**src/verilog/armIsaPkg.sv**
```systemverilog
/*
  ARMv4 subset encoding: data processing, LDR/STR and B only.
  Field positions follow the 32-bit ARM word layout. The function codes
  cover ADD, SUB, AND and ORR; other codes are not decoded.
*/
package armIsaPkg;

   localparam int regAddrWidth = 4;
   localparam logic [regAddrWidth-1:0] pcRegIndex = 4'd15; // R15 reads as PC+8

   // Instruction class, bits 27:26
   typedef enum logic [1:0] {
      opDataProc = 2'b00,
      opMemory   = 2'b01,
      opBranch   = 2'b10
   } opE;

   // Data-processing function, bits 24:21
   typedef enum logic [3:0] {
      fnAnd = 4'b0000,
      fnSub = 4'b0010,
      fnAdd = 4'b0100,
      fnOrr = 4'b1100
   } dpFunctE;

   typedef enum logic [3:0] {
      condEq = 4'b0000,
      condNe = 4'b0001,
      condCs = 4'b0010,
      condCc = 4'b0011,
      condMi = 4'b0100,
      condPl = 4'b0101,
      condVs = 4'b0110,
      condVc = 4'b0111,
      condHi = 4'b1000,
      condLs = 4'b1001,
      condGe = 4'b1010,
      condLt = 4'b1011,
      condGt = 4'b1100,
      condLe = 4'b1101,
      condAl = 4'b1110
   } condE;

   localparam int condMsb = 31, condLsb = 28;
   localparam int opMsb = 27, opLsb = 26;
   localparam int iBit = 25;                   // Immediate operand
   localparam int functMsb = 24, functLsb = 21;
   localparam int sBit = 20;                   // Set flags
   localparam int lBit = 20;                   // Load, same bit as S
   localparam int rnMsb = 19, rnLsb = 16;
   localparam int rdMsb = 15, rdLsb = 12;
   localparam int rmMsb = 3, rmLsb = 0;
   localparam int imm8Msb = 7;
   localparam int imm12Msb = 11;
   localparam int imm24Msb = 23;

endpackage

```
**src/verilog/armPipePkg.sv**
```systemverilog
/*
  Pipeline-side types: word width, flags, ALU operations, immediate
  kinds and forwarding selects. The ALU has no carry-in and no shifter.
*/
package armPipePkg;

   localparam int dataWidth = 32;

   typedef struct packed {
      logic n;
      logic z;
      logic c;
      logic v;
   } flagsT;

   typedef enum logic [1:0] {aluAdd, aluSub, aluAnd, aluOrr} aluOpE;

   // 8-bit data-processing, 12-bit memory offset, 24-bit branch offset
   typedef enum logic [1:0] {imm8, imm12, branch24} immSrcE;

   typedef enum logic [1:0] {fwdNone, fwdWriteback, fwdMemory} forwardE;

   localparam logic [dataWidth-1:0] pcStep = 32'd4;
   localparam logic [dataWidth-1:0] pcReadOffset = 32'd8; // R15 view of the PC

endpackage

```
**src/verilog/hazardIf.sv**
```systemverilog
/*
  Hazard signals shared by the datapath, the control unit and the
  hazard unit. Match flags are raw address compares; qualifying them
  with register writes is left to the hazard unit.
*/
`timescale 1ns/1ps

interface hazardIf import armPipePkg::*; ();

   logic match1EM, match1EW;  // Execute Rn vs memory/writeback Rd
   logic match2EM, match2EW;  // Execute Rm vs memory/writeback Rd
   logic match12DE;           // Decode sources vs execute Rd
   logic regWriteM, regWriteW;
   logic memToRegE;
   logic branchTakenE;
   forwardE forwardA, forwardB;
   logic stallF, stallD;
   logic flushD, flushE;

   modport datapath (output match1EM, match1EW, match2EM, match2EW, match12DE,
                     input forwardA, forwardB, stallF, stallD, flushD);

   modport control (output regWriteM, regWriteW, memToRegE, branchTakenE,
                    input flushE);

   modport hazard (input match1EM, match1EW, match2EM, match2EW, match12DE,
                   input regWriteM, regWriteW, memToRegE, branchTakenE,
                   output forwardA, forwardB, stallF, stallD, flushD, flushE);

   modport monitor (input match1EM, match1EW, match2EM, match2EW, match12DE,
                    input regWriteM, regWriteW, memToRegE, branchTakenE,
                    input forwardA, forwardB, stallF, stallD, flushD, flushE);

endinterface

```
**src/verilog/alu.sv**
```systemverilog
/*
  Four-function ALU with one shared adder for ADD and SUB.
  C and V are only meaningful for ADD and SUB and read zero otherwise.
  C follows the ARM rule, set on no borrow for SUB.
*/
`timescale 1ns/1ps

module alu
   import armPipePkg::*;
(
   input  logic [dataWidth-1:0] a,
   input  logic [dataWidth-1:0] b,
   input  aluOpE                op,
   output logic [dataWidth-1:0] result,
   output flagsT                flags
);

   logic                 isSub, isArith;
   logic [dataWidth-1:0] bInv;
   logic [dataWidth:0]   sum;  // Carry out in top bit

   assign isSub = op == aluSub;
   assign isArith = (op == aluAdd) | isSub;
   assign bInv = isSub ? ~b : b;
   assign sum = a + bInv + isSub;

   always_comb begin
      case (op)
         aluAnd:  result = a & b;
         aluOrr:  result = a | b;
         default: result = sum[dataWidth-1:0];
      endcase
   end

   assign flags.n = result[dataWidth-1];
   assign flags.z = result == '0;
   assign flags.c = isArith & sum[dataWidth];
   // Operands of like sign after inversion, result sign differs
   assign flags.v = isArith & ~(a[dataWidth-1] ^ b[dataWidth-1] ^ isSub)
                    & (a[dataWidth-1] ^ sum[dataWidth-1]);

endmodule

```
**src/verilog/armCore.sv**
```systemverilog
/*
  Five-stage ARMv4 subset core. Instruction and data memory must answer
  combinationally in the same cycle; there is no stall for memory.
  writeData and dataAdr are valid while memWrite is high.
*/
`timescale 1ns/1ps

module armCore
   import armPipePkg::*;
(
   input  logic                 clk,
   input  logic                 reset,
   output logic [dataWidth-1:0] pc,
   input  logic [dataWidth-1:0] instr,
   output logic                 memWrite,
   output logic [dataWidth-1:0] dataAdr,
   output logic [dataWidth-1:0] writeData,
   input  logic [dataWidth-1:0] readData
);

   logic [1:0]           regSrcD;
   immSrcE               immSrcD;
   logic                 aluSrcE;
   armPipePkg::aluOpE    aluOpE;
   logic                 branchTakenE;
   logic                 memToRegW;
   logic                 regWriteW;
   logic [dataWidth-1:0] instrD;
   flagsT                aluFlagsE;

   hazardIf hz ();

   controlUnit controlUnit_i (
      .clk, .reset, .instrD, .aluFlagsE, .regSrcD, .immSrcD, .aluSrcE,
      .aluOpE, .branchTakenE, .memWrite, .memToRegW, .regWriteW,
      .hz(hz.control)
   );

   datapath datapath_i (
      .clk, .reset, .regSrcD, .immSrcD, .aluSrcE, .aluOpE, .branchTakenE,
      .memToRegW, .regWriteW, .pc, .instr, .instrD, .aluFlagsE,
      .dataAdr, .writeData, .readData,
      .hz(hz.datapath)
   );

   hazardUnit hazardUnit_i (
      .hz(hz.hazard)
   );

endmodule

```
**src/verilog/controlUnit.sv**
```systemverilog
/*
  Decode and per-stage control for ADD/SUB/AND/ORR, LDR/STR and B.
  Unknown function codes execute as ADD. Writes to R15 are suppressed.
  Condition and flag update are resolved in execute.
*/
`timescale 1ns/1ps

module controlUnit
   import armIsaPkg::*;
   import armPipePkg::*;
(
   input  logic                 clk,
   input  logic                 reset,
   input  logic [dataWidth-1:0] instrD,
   input  flagsT                aluFlagsE,
   output logic [1:0]           regSrcD,   // [0] Rn is R15, [1] Rm field is Rd
   output immSrcE               immSrcD,
   output logic                 aluSrcE,
   output armPipePkg::aluOpE    aluOpE,
   output logic                 branchTakenE,
   output logic                 memWrite,
   output logic                 memToRegW,
   output logic                 regWriteW,
   hazardIf.control             hz
);

   opE                opD;
   dpFunctE           functD;
   armPipePkg::aluOpE aluOpD;
   logic              aluSrcD, memToRegD, regWriteD, memWriteD, branchD;
   logic [1:0]        flagWriteD;  // {nz, cv}
   logic              memToRegE, regWriteE, memWriteE, branchE;
   logic [1:0]        flagWriteE;
   condE              condCodeE;
   logic              condEx;
   flagsT             flagsQ, flagsNext;
   logic              regWriteM, memToRegM;

   assign opD = opE'(instrD[opMsb:opLsb]);
   assign functD = dpFunctE'(instrD[functMsb:functLsb]);

   always_comb begin
      regSrcD = 2'b00;
      immSrcD = imm8;
      aluSrcD = 1'b0;
      memToRegD = 1'b0;
      regWriteD = 1'b0;
      memWriteD = 1'b0;
      branchD = 1'b0;
      aluOpD = aluAdd;  // Address and branch target arithmetic
      flagWriteD = 2'b00;
      case (opD)
         opDataProc: begin
            aluSrcD = instrD[iBit];
            regWriteD = instrD[rdMsb:rdLsb] != pcRegIndex;
            case (functD)
               fnAnd:   aluOpD = aluAnd;
               fnSub:   aluOpD = aluSub;
               fnOrr:   aluOpD = aluOrr;
               default: aluOpD = aluAdd;
            endcase
            flagWriteD[1] = instrD[sBit];
            flagWriteD[0] = instrD[sBit] & (aluOpD == aluAdd || aluOpD == aluSub);
         end
         opMemory: begin
            immSrcD = imm12;
            aluSrcD = 1'b1;
            if (instrD[lBit]) begin
               memToRegD = 1'b1;
               regWriteD = instrD[rdMsb:rdLsb] != pcRegIndex;
            end else begin
               regSrcD = 2'b10;  // Store data comes from Rd
               memWriteD = 1'b1;
            end
         end
         opBranch: begin
            regSrcD = 2'b01;
            immSrcD = branch24;
            aluSrcD = 1'b1;
            branchD = 1'b1;
         end
         default: ;
      endcase
   end

   always_ff @(posedge clk or posedge reset) begin
      if (reset) begin
         aluSrcE <= 1'b0;
         aluOpE <= aluAdd;
         condCodeE <= condEq;
         {memToRegE, regWriteE, memWriteE, branchE, flagWriteE} <= '0;
      end else begin
         aluSrcE <= aluSrcD;
         aluOpE <= aluOpD;
         condCodeE <= condE'(instrD[condMsb:condLsb]);
         if (hz.flushE)
            {memToRegE, regWriteE, memWriteE, branchE, flagWriteE} <= '0; // Bubble
         else
            {memToRegE, regWriteE, memWriteE, branchE, flagWriteE} <=
               {memToRegD, regWriteD, memWriteD, branchD, flagWriteD};
      end
   end

   always_comb begin
      case (condCodeE)
         condEq:  condEx = flagsQ.z;
         condNe:  condEx = ~flagsQ.z;
         condCs:  condEx = flagsQ.c;
         condCc:  condEx = ~flagsQ.c;
         condMi:  condEx = flagsQ.n;
         condPl:  condEx = ~flagsQ.n;
         condVs:  condEx = flagsQ.v;
         condVc:  condEx = ~flagsQ.v;
         condHi:  condEx = flagsQ.c & ~flagsQ.z;
         condLs:  condEx = ~flagsQ.c | flagsQ.z;
         condGe:  condEx = flagsQ.n == flagsQ.v;
         condLt:  condEx = flagsQ.n != flagsQ.v;
         condGt:  condEx = ~flagsQ.z & (flagsQ.n == flagsQ.v);
         condLe:  condEx = flagsQ.z | (flagsQ.n != flagsQ.v);
         condAl:  condEx = 1'b1;
         default: condEx = 1'b0;  // 1111 space treated as no-op
      endcase
   end

   // AND/ORR leave C and V alone
   always_comb begin
      flagsNext = flagsQ;
      if (flagWriteE[1] & condEx) begin
         flagsNext.n = aluFlagsE.n;
         flagsNext.z = aluFlagsE.z;
      end
      if (flagWriteE[0] & condEx) begin
         flagsNext.c = aluFlagsE.c;
         flagsNext.v = aluFlagsE.v;
      end
   end

   assign branchTakenE = branchE & condEx;

   always_ff @(posedge clk or posedge reset) begin
      if (reset) begin
         flagsQ <= '0;
         {regWriteM, memToRegM, memWrite} <= '0;
         {regWriteW, memToRegW} <= '0;
      end else begin
         flagsQ <= flagsNext;
         regWriteM <= regWriteE & condEx;
         memToRegM <= memToRegE;
         memWrite <= memWriteE & condEx;
         regWriteW <= regWriteM;
         memToRegW <= memToRegM;
      end
   end

   assign hz.regWriteM = regWriteM;
   assign hz.regWriteW = regWriteW;
   assign hz.memToRegE = memToRegE;
   assign hz.branchTakenE = branchTakenE;

endmodule

```
**src/verilog/datapath.sv**
```systemverilog
/*
  PC, register file, operand forwarding and data pipeline registers.
  The register file has no reset and writes on the falling edge, so
  decode sees a writeback result in the same cycle. No shifter.
*/
`timescale 1ns/1ps

module datapath
   import armIsaPkg::*;
   import armPipePkg::*;
(
   input  logic                 clk,
   input  logic                 reset,
   input  logic [1:0]           regSrcD,
   input  immSrcE               immSrcD,
   input  logic                 aluSrcE,
   input  armPipePkg::aluOpE    aluOpE,
   input  logic                 branchTakenE,
   input  logic                 memToRegW,
   input  logic                 regWriteW,
   output logic [dataWidth-1:0] pc,
   input  logic [dataWidth-1:0] instr,
   output logic [dataWidth-1:0] instrD,
   output flagsT                aluFlagsE,
   output logic [dataWidth-1:0] dataAdr,
   output logic [dataWidth-1:0] writeData,
   input  logic [dataWidth-1:0] readData,
   hazardIf.datapath            hz
);

   logic [dataWidth-1:0]    pcPlus4F, r15D, rd1D, rd2D, extImmD;
   logic [regAddrWidth-1:0] ra1D, ra2D, ra1E, ra2E, wa3E, wa3M, wa3W;
   logic [dataWidth-1:0]    rd1E, rd2E, extImmE, srcAE, srcBE, writeDataE, aluResultE;
   logic [dataWidth-1:0]    aluOutM, writeDataM, aluOutW, readDataW, resultW;
   logic [dataWidth-1:0]    regs [0:14];

   assign pcPlus4F = pc + pcStep;
   assign r15D = pc + (pcReadOffset - pcStep); // Decode runs one word behind fetch

   always_ff @(posedge clk or posedge reset) begin
      if (reset) begin
         pc <= '0;
         instrD <= '0;
      end else begin
         if (!hz.stallF)
            pc <= branchTakenE ? aluResultE : pcPlus4F;
         if (hz.flushD)
            instrD <= '0;
         else if (!hz.stallD)
            instrD <= instr;
      end
   end

   assign ra1D = regSrcD[0] ? pcRegIndex : instrD[rnMsb:rnLsb];
   assign ra2D = regSrcD[1] ? instrD[rdMsb:rdLsb] : instrD[rmMsb:rmLsb];

   always_ff @(negedge clk) begin
      if (regWriteW)
         regs[wa3W] <= resultW;  // R15 writes already blocked in control
   end

   assign rd1D = (ra1D == pcRegIndex) ? r15D : regs[ra1D];
   assign rd2D = (ra2D == pcRegIndex) ? r15D : regs[ra2D];

   always_comb begin
      case (immSrcD)
         imm8:     extImmD = {{(dataWidth-8){1'b0}}, instrD[imm8Msb:0]};
         imm12:    extImmD = {{(dataWidth-12){1'b0}}, instrD[imm12Msb:0]};
         branch24: extImmD = {{(dataWidth-26){instrD[imm24Msb]}}, instrD[imm24Msb:0], 2'b00};
         default:  extImmD = '0;
      endcase
   end

   always_ff @(posedge clk or posedge reset) begin
      if (reset) begin
         {rd1E, rd2E, extImmE} <= '0;
         {ra1E, ra2E, wa3E} <= '0;
         {aluOutM, writeDataM, wa3M} <= '0;
         {aluOutW, readDataW, wa3W} <= '0;
      end else begin
         {rd1E, rd2E, extImmE} <= {rd1D, rd2D, extImmD};
         {ra1E, ra2E, wa3E} <= {ra1D, ra2D, instrD[rdMsb:rdLsb]};
         {aluOutM, writeDataM, wa3M} <= {aluResultE, writeDataE, wa3E};
         {aluOutW, readDataW, wa3W} <= {aluOutM, readData, wa3M};
      end
   end

   // Memory stage wins over writeback
   always_comb begin
      case (hz.forwardA)
         fwdMemory:    srcAE = aluOutM;
         fwdWriteback: srcAE = resultW;
         default:      srcAE = rd1E;
      endcase
      case (hz.forwardB)
         fwdMemory:    writeDataE = aluOutM;
         fwdWriteback: writeDataE = resultW;
         default:      writeDataE = rd2E;
      endcase
   end

   assign srcBE = aluSrcE ? extImmE : writeDataE;

   alu alu_i (.a(srcAE), .b(srcBE), .op(aluOpE), .result(aluResultE), .flags(aluFlagsE));

   assign resultW = memToRegW ? readDataW : aluOutW;
   assign dataAdr = aluOutM;
   assign writeData = writeDataM;

   assign hz.match1EM = ra1E == wa3M;
   assign hz.match1EW = ra1E == wa3W;
   assign hz.match2EM = ra2E == wa3M;
   assign hz.match2EW = ra2E == wa3W;
   assign hz.match12DE = (ra1D == wa3E) | (ra2D == wa3E);

endmodule

```
**src/verilog/hazardUnit.sv**
```systemverilog
/*
  Forwarding, load-use stall and branch flush for the five-stage core.
  A load-use hazard costs one bubble; a taken branch flushes decode and
  execute. Address matches may be conservative for immediate forms.
*/
`timescale 1ns/1ps

module hazardUnit
   import armPipePkg::*;
(
   hazardIf.hazard hz
);

   logic loadUseStall;

   always_comb begin
      if (hz.match1EM & hz.regWriteM)
         hz.forwardA = fwdMemory;
      else if (hz.match1EW & hz.regWriteW)
         hz.forwardA = fwdWriteback;
      else
         hz.forwardA = fwdNone;

      if (hz.match2EM & hz.regWriteM)
         hz.forwardB = fwdMemory;
      else if (hz.match2EW & hz.regWriteW)
         hz.forwardB = fwdWriteback;
      else
         hz.forwardB = fwdNone;
   end

   // LDR in execute feeding the instruction in decode
   assign loadUseStall = hz.match12DE & hz.memToRegE;

   assign hz.stallF = loadUseStall;
   assign hz.stallD = loadUseStall;
   assign hz.flushE = loadUseStall | hz.branchTakenE;
   assign hz.flushD = hz.branchTakenE;  // Both younger instrs dropped

endmodule
```
**config.mk**
```make
export PLATFORM = sky130hd
export DESIGN_NAME = armCore
export DESIGN_NICKNAME = d
export VERILOG_FILES = /design/src/verilog/armIsaPkg.sv /design/src/verilog/armPipePkg.sv /design/src/verilog/hazardIf.sv /design/src/verilog/alu.sv /design/src/verilog/armCore.sv /design/src/verilog/controlUnit.sv /design/src/verilog/datapath.sv /design/src/verilog/hazardUnit.sv
export SDC_FILE = /design/constraint.sdc
export NUM_CORES = 2
export LEC_CHECK = 0
export BUFFER_PORTS_ARGS = -buffer_cell sky130_fd_sc_hd__buf_2
export CORE_ASPECT_RATIO = 1.1
export CORE_MARGIN = 4
export CORE_UTILIZATION = 55
export CTS_CLUSTER_SIZE = 8
export DETAILED_ROUTE_END_ITERATION = 12
export GPL_TIMING_DRIVEN = 0
export HOLD_SLACK_MARGIN = 0.15
export MAX_ROUTING_LAYER = met4
export PLACE_DENSITY = 0.72
export SKIP_CTS_REPAIR_TIMING = 1
export SLEW_MARGIN = 10
export SYNTH_ARGS = -nofsm -noshare
export SYNTH_HDL_FRONTEND = slang
export SYNTH_SLANG_ARGS = --single-unit
export TNS_END_PERCENT = 50
```
**constraint.sdc**
```tcl
create_clock -name clk -period 13.2 [get_ports clk]
set_input_delay 1.32 -clock clk [delete_from_list [all_inputs] [get_ports clk]]
set_output_delay 1.32 -clock clk [all_outputs]
set_load 0.02 [all_outputs]
```
==> results.cfg <==
[run_status]
status = finished, final reports clean

[clocking]
clockRootBuffer = clkbuf_16
cts.reportedPaths.clkPinSlew_ns = 0.05
cts_buffers = 110
clock_latency_ns = 0.72
cts_buffer_depth = 3
cts_tree = built
h-tree-depth = 3
cts_sinks = 804

[floorplan]
die-area_mm2 = 0.0763
die_w_um = 264
ioPinCount = 163
initial_core_util_pct = 55.8
rows = 102
core_area_mm2 = 0.0708
die_y_um = 289

[drt]
vias_per_cell = 6.75
via_count = 36600
drt-initial-drc-count = 5864
finalWirelength_mm = 178
dr.pass1.iters = 9
top_layer = met4
met1_length_mm = 59.6
drc = 0
wire_per_inst_um = 32.8
routed-wl-met3_mm = 23.2
met2WireLength_mm = 76.7
ant_nets = 0

[sta]
worst_pin_slew_ns = 1.49
relSlewSlack_pct = 0.619
skew_ns = 0.0520
rsz0062_at_grt = no
hold_viol_final = 0
setup_viol = 0
slew_viol_final = 0
worst_slack_ns = 3.07

[worst_setup_path]
setup.worst_path.class = flip-flop to flip-flop
crit_top_cell = clkbuf_1
path_cells = clkbuf_1 > clkbuf_1 > buf_2 > mux2i_1 > inv_1
end_kind = flip-flop
cp_max_fo = 15
cpMaxStageDelayCell = mux2i_1
cp.required_ns = 6.90
r2r_slack_ns = 3.07
slowest_delay_ns = 0.89
startpoint_type = flip-flop
arrival_ns = 3.83

[logic_synthesis]
async_flop_share_pct = 40.3
postSynthAreaPerCell_um2 = 10.9
synth_seq_cells = 804
synthTopCellsByCount = nand2_1 (653), edfxtp_1 (480), dfrtp_1 (324), clkbuf_1 (215), a21oi_1 (214)
syn_inst = 3643
synth_top_area_share_pct = 36.4
yosys-top-cells-area = edfxtp_1 (36%), dfrtp_1 (20%), nand2_1 (6.2%), mux2i_1 (5.2%), a21oi_1 (2.7%)
syn-cell-area_mm2 = 0.0396
yosys.cell_types.count = 86
synth.most_common_cell = nand2_1
synth_seq_area_share_pct = 56.9
synth_flop_cell = edfxtp_1
yosysWarnings = 0
yosysTopAreaCell = edfxtp_1
synth_nets = 3750
synth-edff-count = 480

[pwr]
power_mw = 13.9
p_sw_share_pct = 48.6
power_density_mw_per_mm2 = 294
p_switching_mw = 6.75
clock_power_share_pct = 24.5
pwr-share-comb_pct = 48.1
vdd_drop_max_v = 0.000174
p_seq_share_pct = 27.4
p_int_mw = 7.15
power_leakage_nw = 20.1

[global_routing]
grt.total_usage_pct = 46.8
antenna_found_initial = 6
grt_pass1_wl_mm = 247
grt_max_degree = 96
grt_pass1_vias = 35800
gr-total-overflow = 0

[final_layout]
finalNonFillerCells = 5423
layout.nets = 4537
area_delta_synth_final_pct = 19.7
final_util_pct = 66.9
final_area_mm2 = 0.0474
drive_above_1_share_pct = 11.2

[placed_design]
dp.cells = 4774
dp_slack_ns = 3.20
placed_cell_area_mm2 = 0.0422
place_congestion = 1.10
hpwl_mm = 130
io_buffer_count = 162

[hold_path]
hold_class = flip-flop to flip-flop

[run]
drv_cap = 0
==> metal layers <==
layer	global-route usage [%]	up-vias
met5	-	-
met4	39.0	0
met3	14.8	990
met2	68.0	3245
met1	52.9	17300
li1	-	15000
==> registers in the layout (all words and copies together), names as in the netlist, 2 cells and up <==
| signal | count |
|---|---|
| datapath_i.rd2E | 32 |
| controlUnit_i.aluOpE | 2 |
| datapath_i.wa3W | 4 |
| datapath_i.aluOutW | 32 |
| controlUnit_i.flagsQ | 4 |
| datapath_i.pc | 32 |
| datapath_i.dataAdr | 32 |
| datapath_i.ra1E | 4 |
| controlUnit_i.condCodeE | 4 |
| datapath_i.rd1E | 32 |
| datapath_i.instrD | 32 |
| datapath_i.ra2E | 4 |
| controlUnit_i.flagWriteE | 2 |
| datapath_i.readDataW | 32 |
| datapath_i.extImmE | 26 |
| datapath_i.writeData | 32 |
| datapath_i.wa3M | 4 |
| datapath_i.wa3E | 4 |
| datapath_i.regs | 480 |
==> cells by family (layout without fill, tap and decap cells) <==
family	after synthesis	in the layout	share of synthesized area [%]
buffers and inverters	329	1162	3.21
XOR/XNOR	99	99	2.19
AND/OR/NAND/NOR	1228	1228	13.7
flip-flops	804	804	56.9
other	0	11	0
AO/OA/AOI/OAI	823	823	14.0
adder cells (fa/ha/maj)	58	58	1.75
multiplexers	302	302	8.26
==> worst paths after layout <==
| path | start | end | cells past startpoint |
|---|---|---|---|
| max in group asynchronous | reset | datapath_i.instrD[16] | 4 |
| worst min register to register | controlUnit_i.memToRegM | controlUnit_i.memToRegW | 0 |
| worst max-delay path | controlUnit_i.memToRegW | datapath_i.regs[10][31] | 5 |
| min in group asynchronous | reset | datapath_i.writeData[19] | 2 |
| worst max register to register | controlUnit_i.memToRegW | datapath_i.regs[10][31] | 5 |
| worst min-delay path | controlUnit_i.memToRegM | controlUnit_i.memToRegW | 0 |
==> cell usage in the layout, fill, tap and decap left out, drive strengths merged, types with 9 or more instances in the layout <==
cell type	instances
and2	38
nand3	161
o31ai	19
nand2b	19
o221ai	59
nor3	33
o21ai	158
diode	11
buf	248
xnor2	54
maj3	17
nand4	21
o22ai	21
a311oi	99
o22a	9
inv	545
xor2	45
mux4	11
nand2	653
nor2b	13
ha	40
o211ai	16
dfrtp	324
edfxtp	480
a21oi	215
clkbuf	365
o21a	16
a221oi	21
a211oi	9
nor2	185
a31oi	57
and3	65
a21o	25
mux2	86
mux2i	205
a22oi	33
==> cell type report <==
class | count | area [um2]
fillers | 5637 | 23500
flip-flops and latches | 804 | 22500
multi-input cells | 2510 | 15900
clock buffers | 150 | 3260
clock inverters | 488 | 1900
repair buffers | 196 | 1310
well taps | 936 | 1170
plain buffers | 267 | 1040
inverters | 61 | 236
diodes | 11 | 27.5
==> critical path, delay by kind of cell (launching register included) <==
kind | cells | cell delay, ns
flops | 1 | 0.32
buf+inv | 4 | 1.91
mux | 1 | 0.89
==> power groups by stage <==
stage               Combinational (mW)  Clock [mW]  Sequential [mW]
global route                      6.82        3.63             3.83
global placement                  6.23       0.215             3.82
finish                            6.69        3.40             3.81
detailed placement                6.27       0.215             3.82
CTS                               6.31        3.38             3.79
floorplan                         3.52       0.215             3.83
==> per-stage QoR <==
step / TNS [ns] / hold WS (ns)
3_3_place_gp: -122.20 / 0.332
6_report: 0 / 0.352
2_1_floorplan: 0 / 0.331
4_1_cts: 0 / 0.353
5_1_grt: 0 / 0.354
3_5_place_dp: 0 / 0.340
Power figures use the tool's default switching activity.
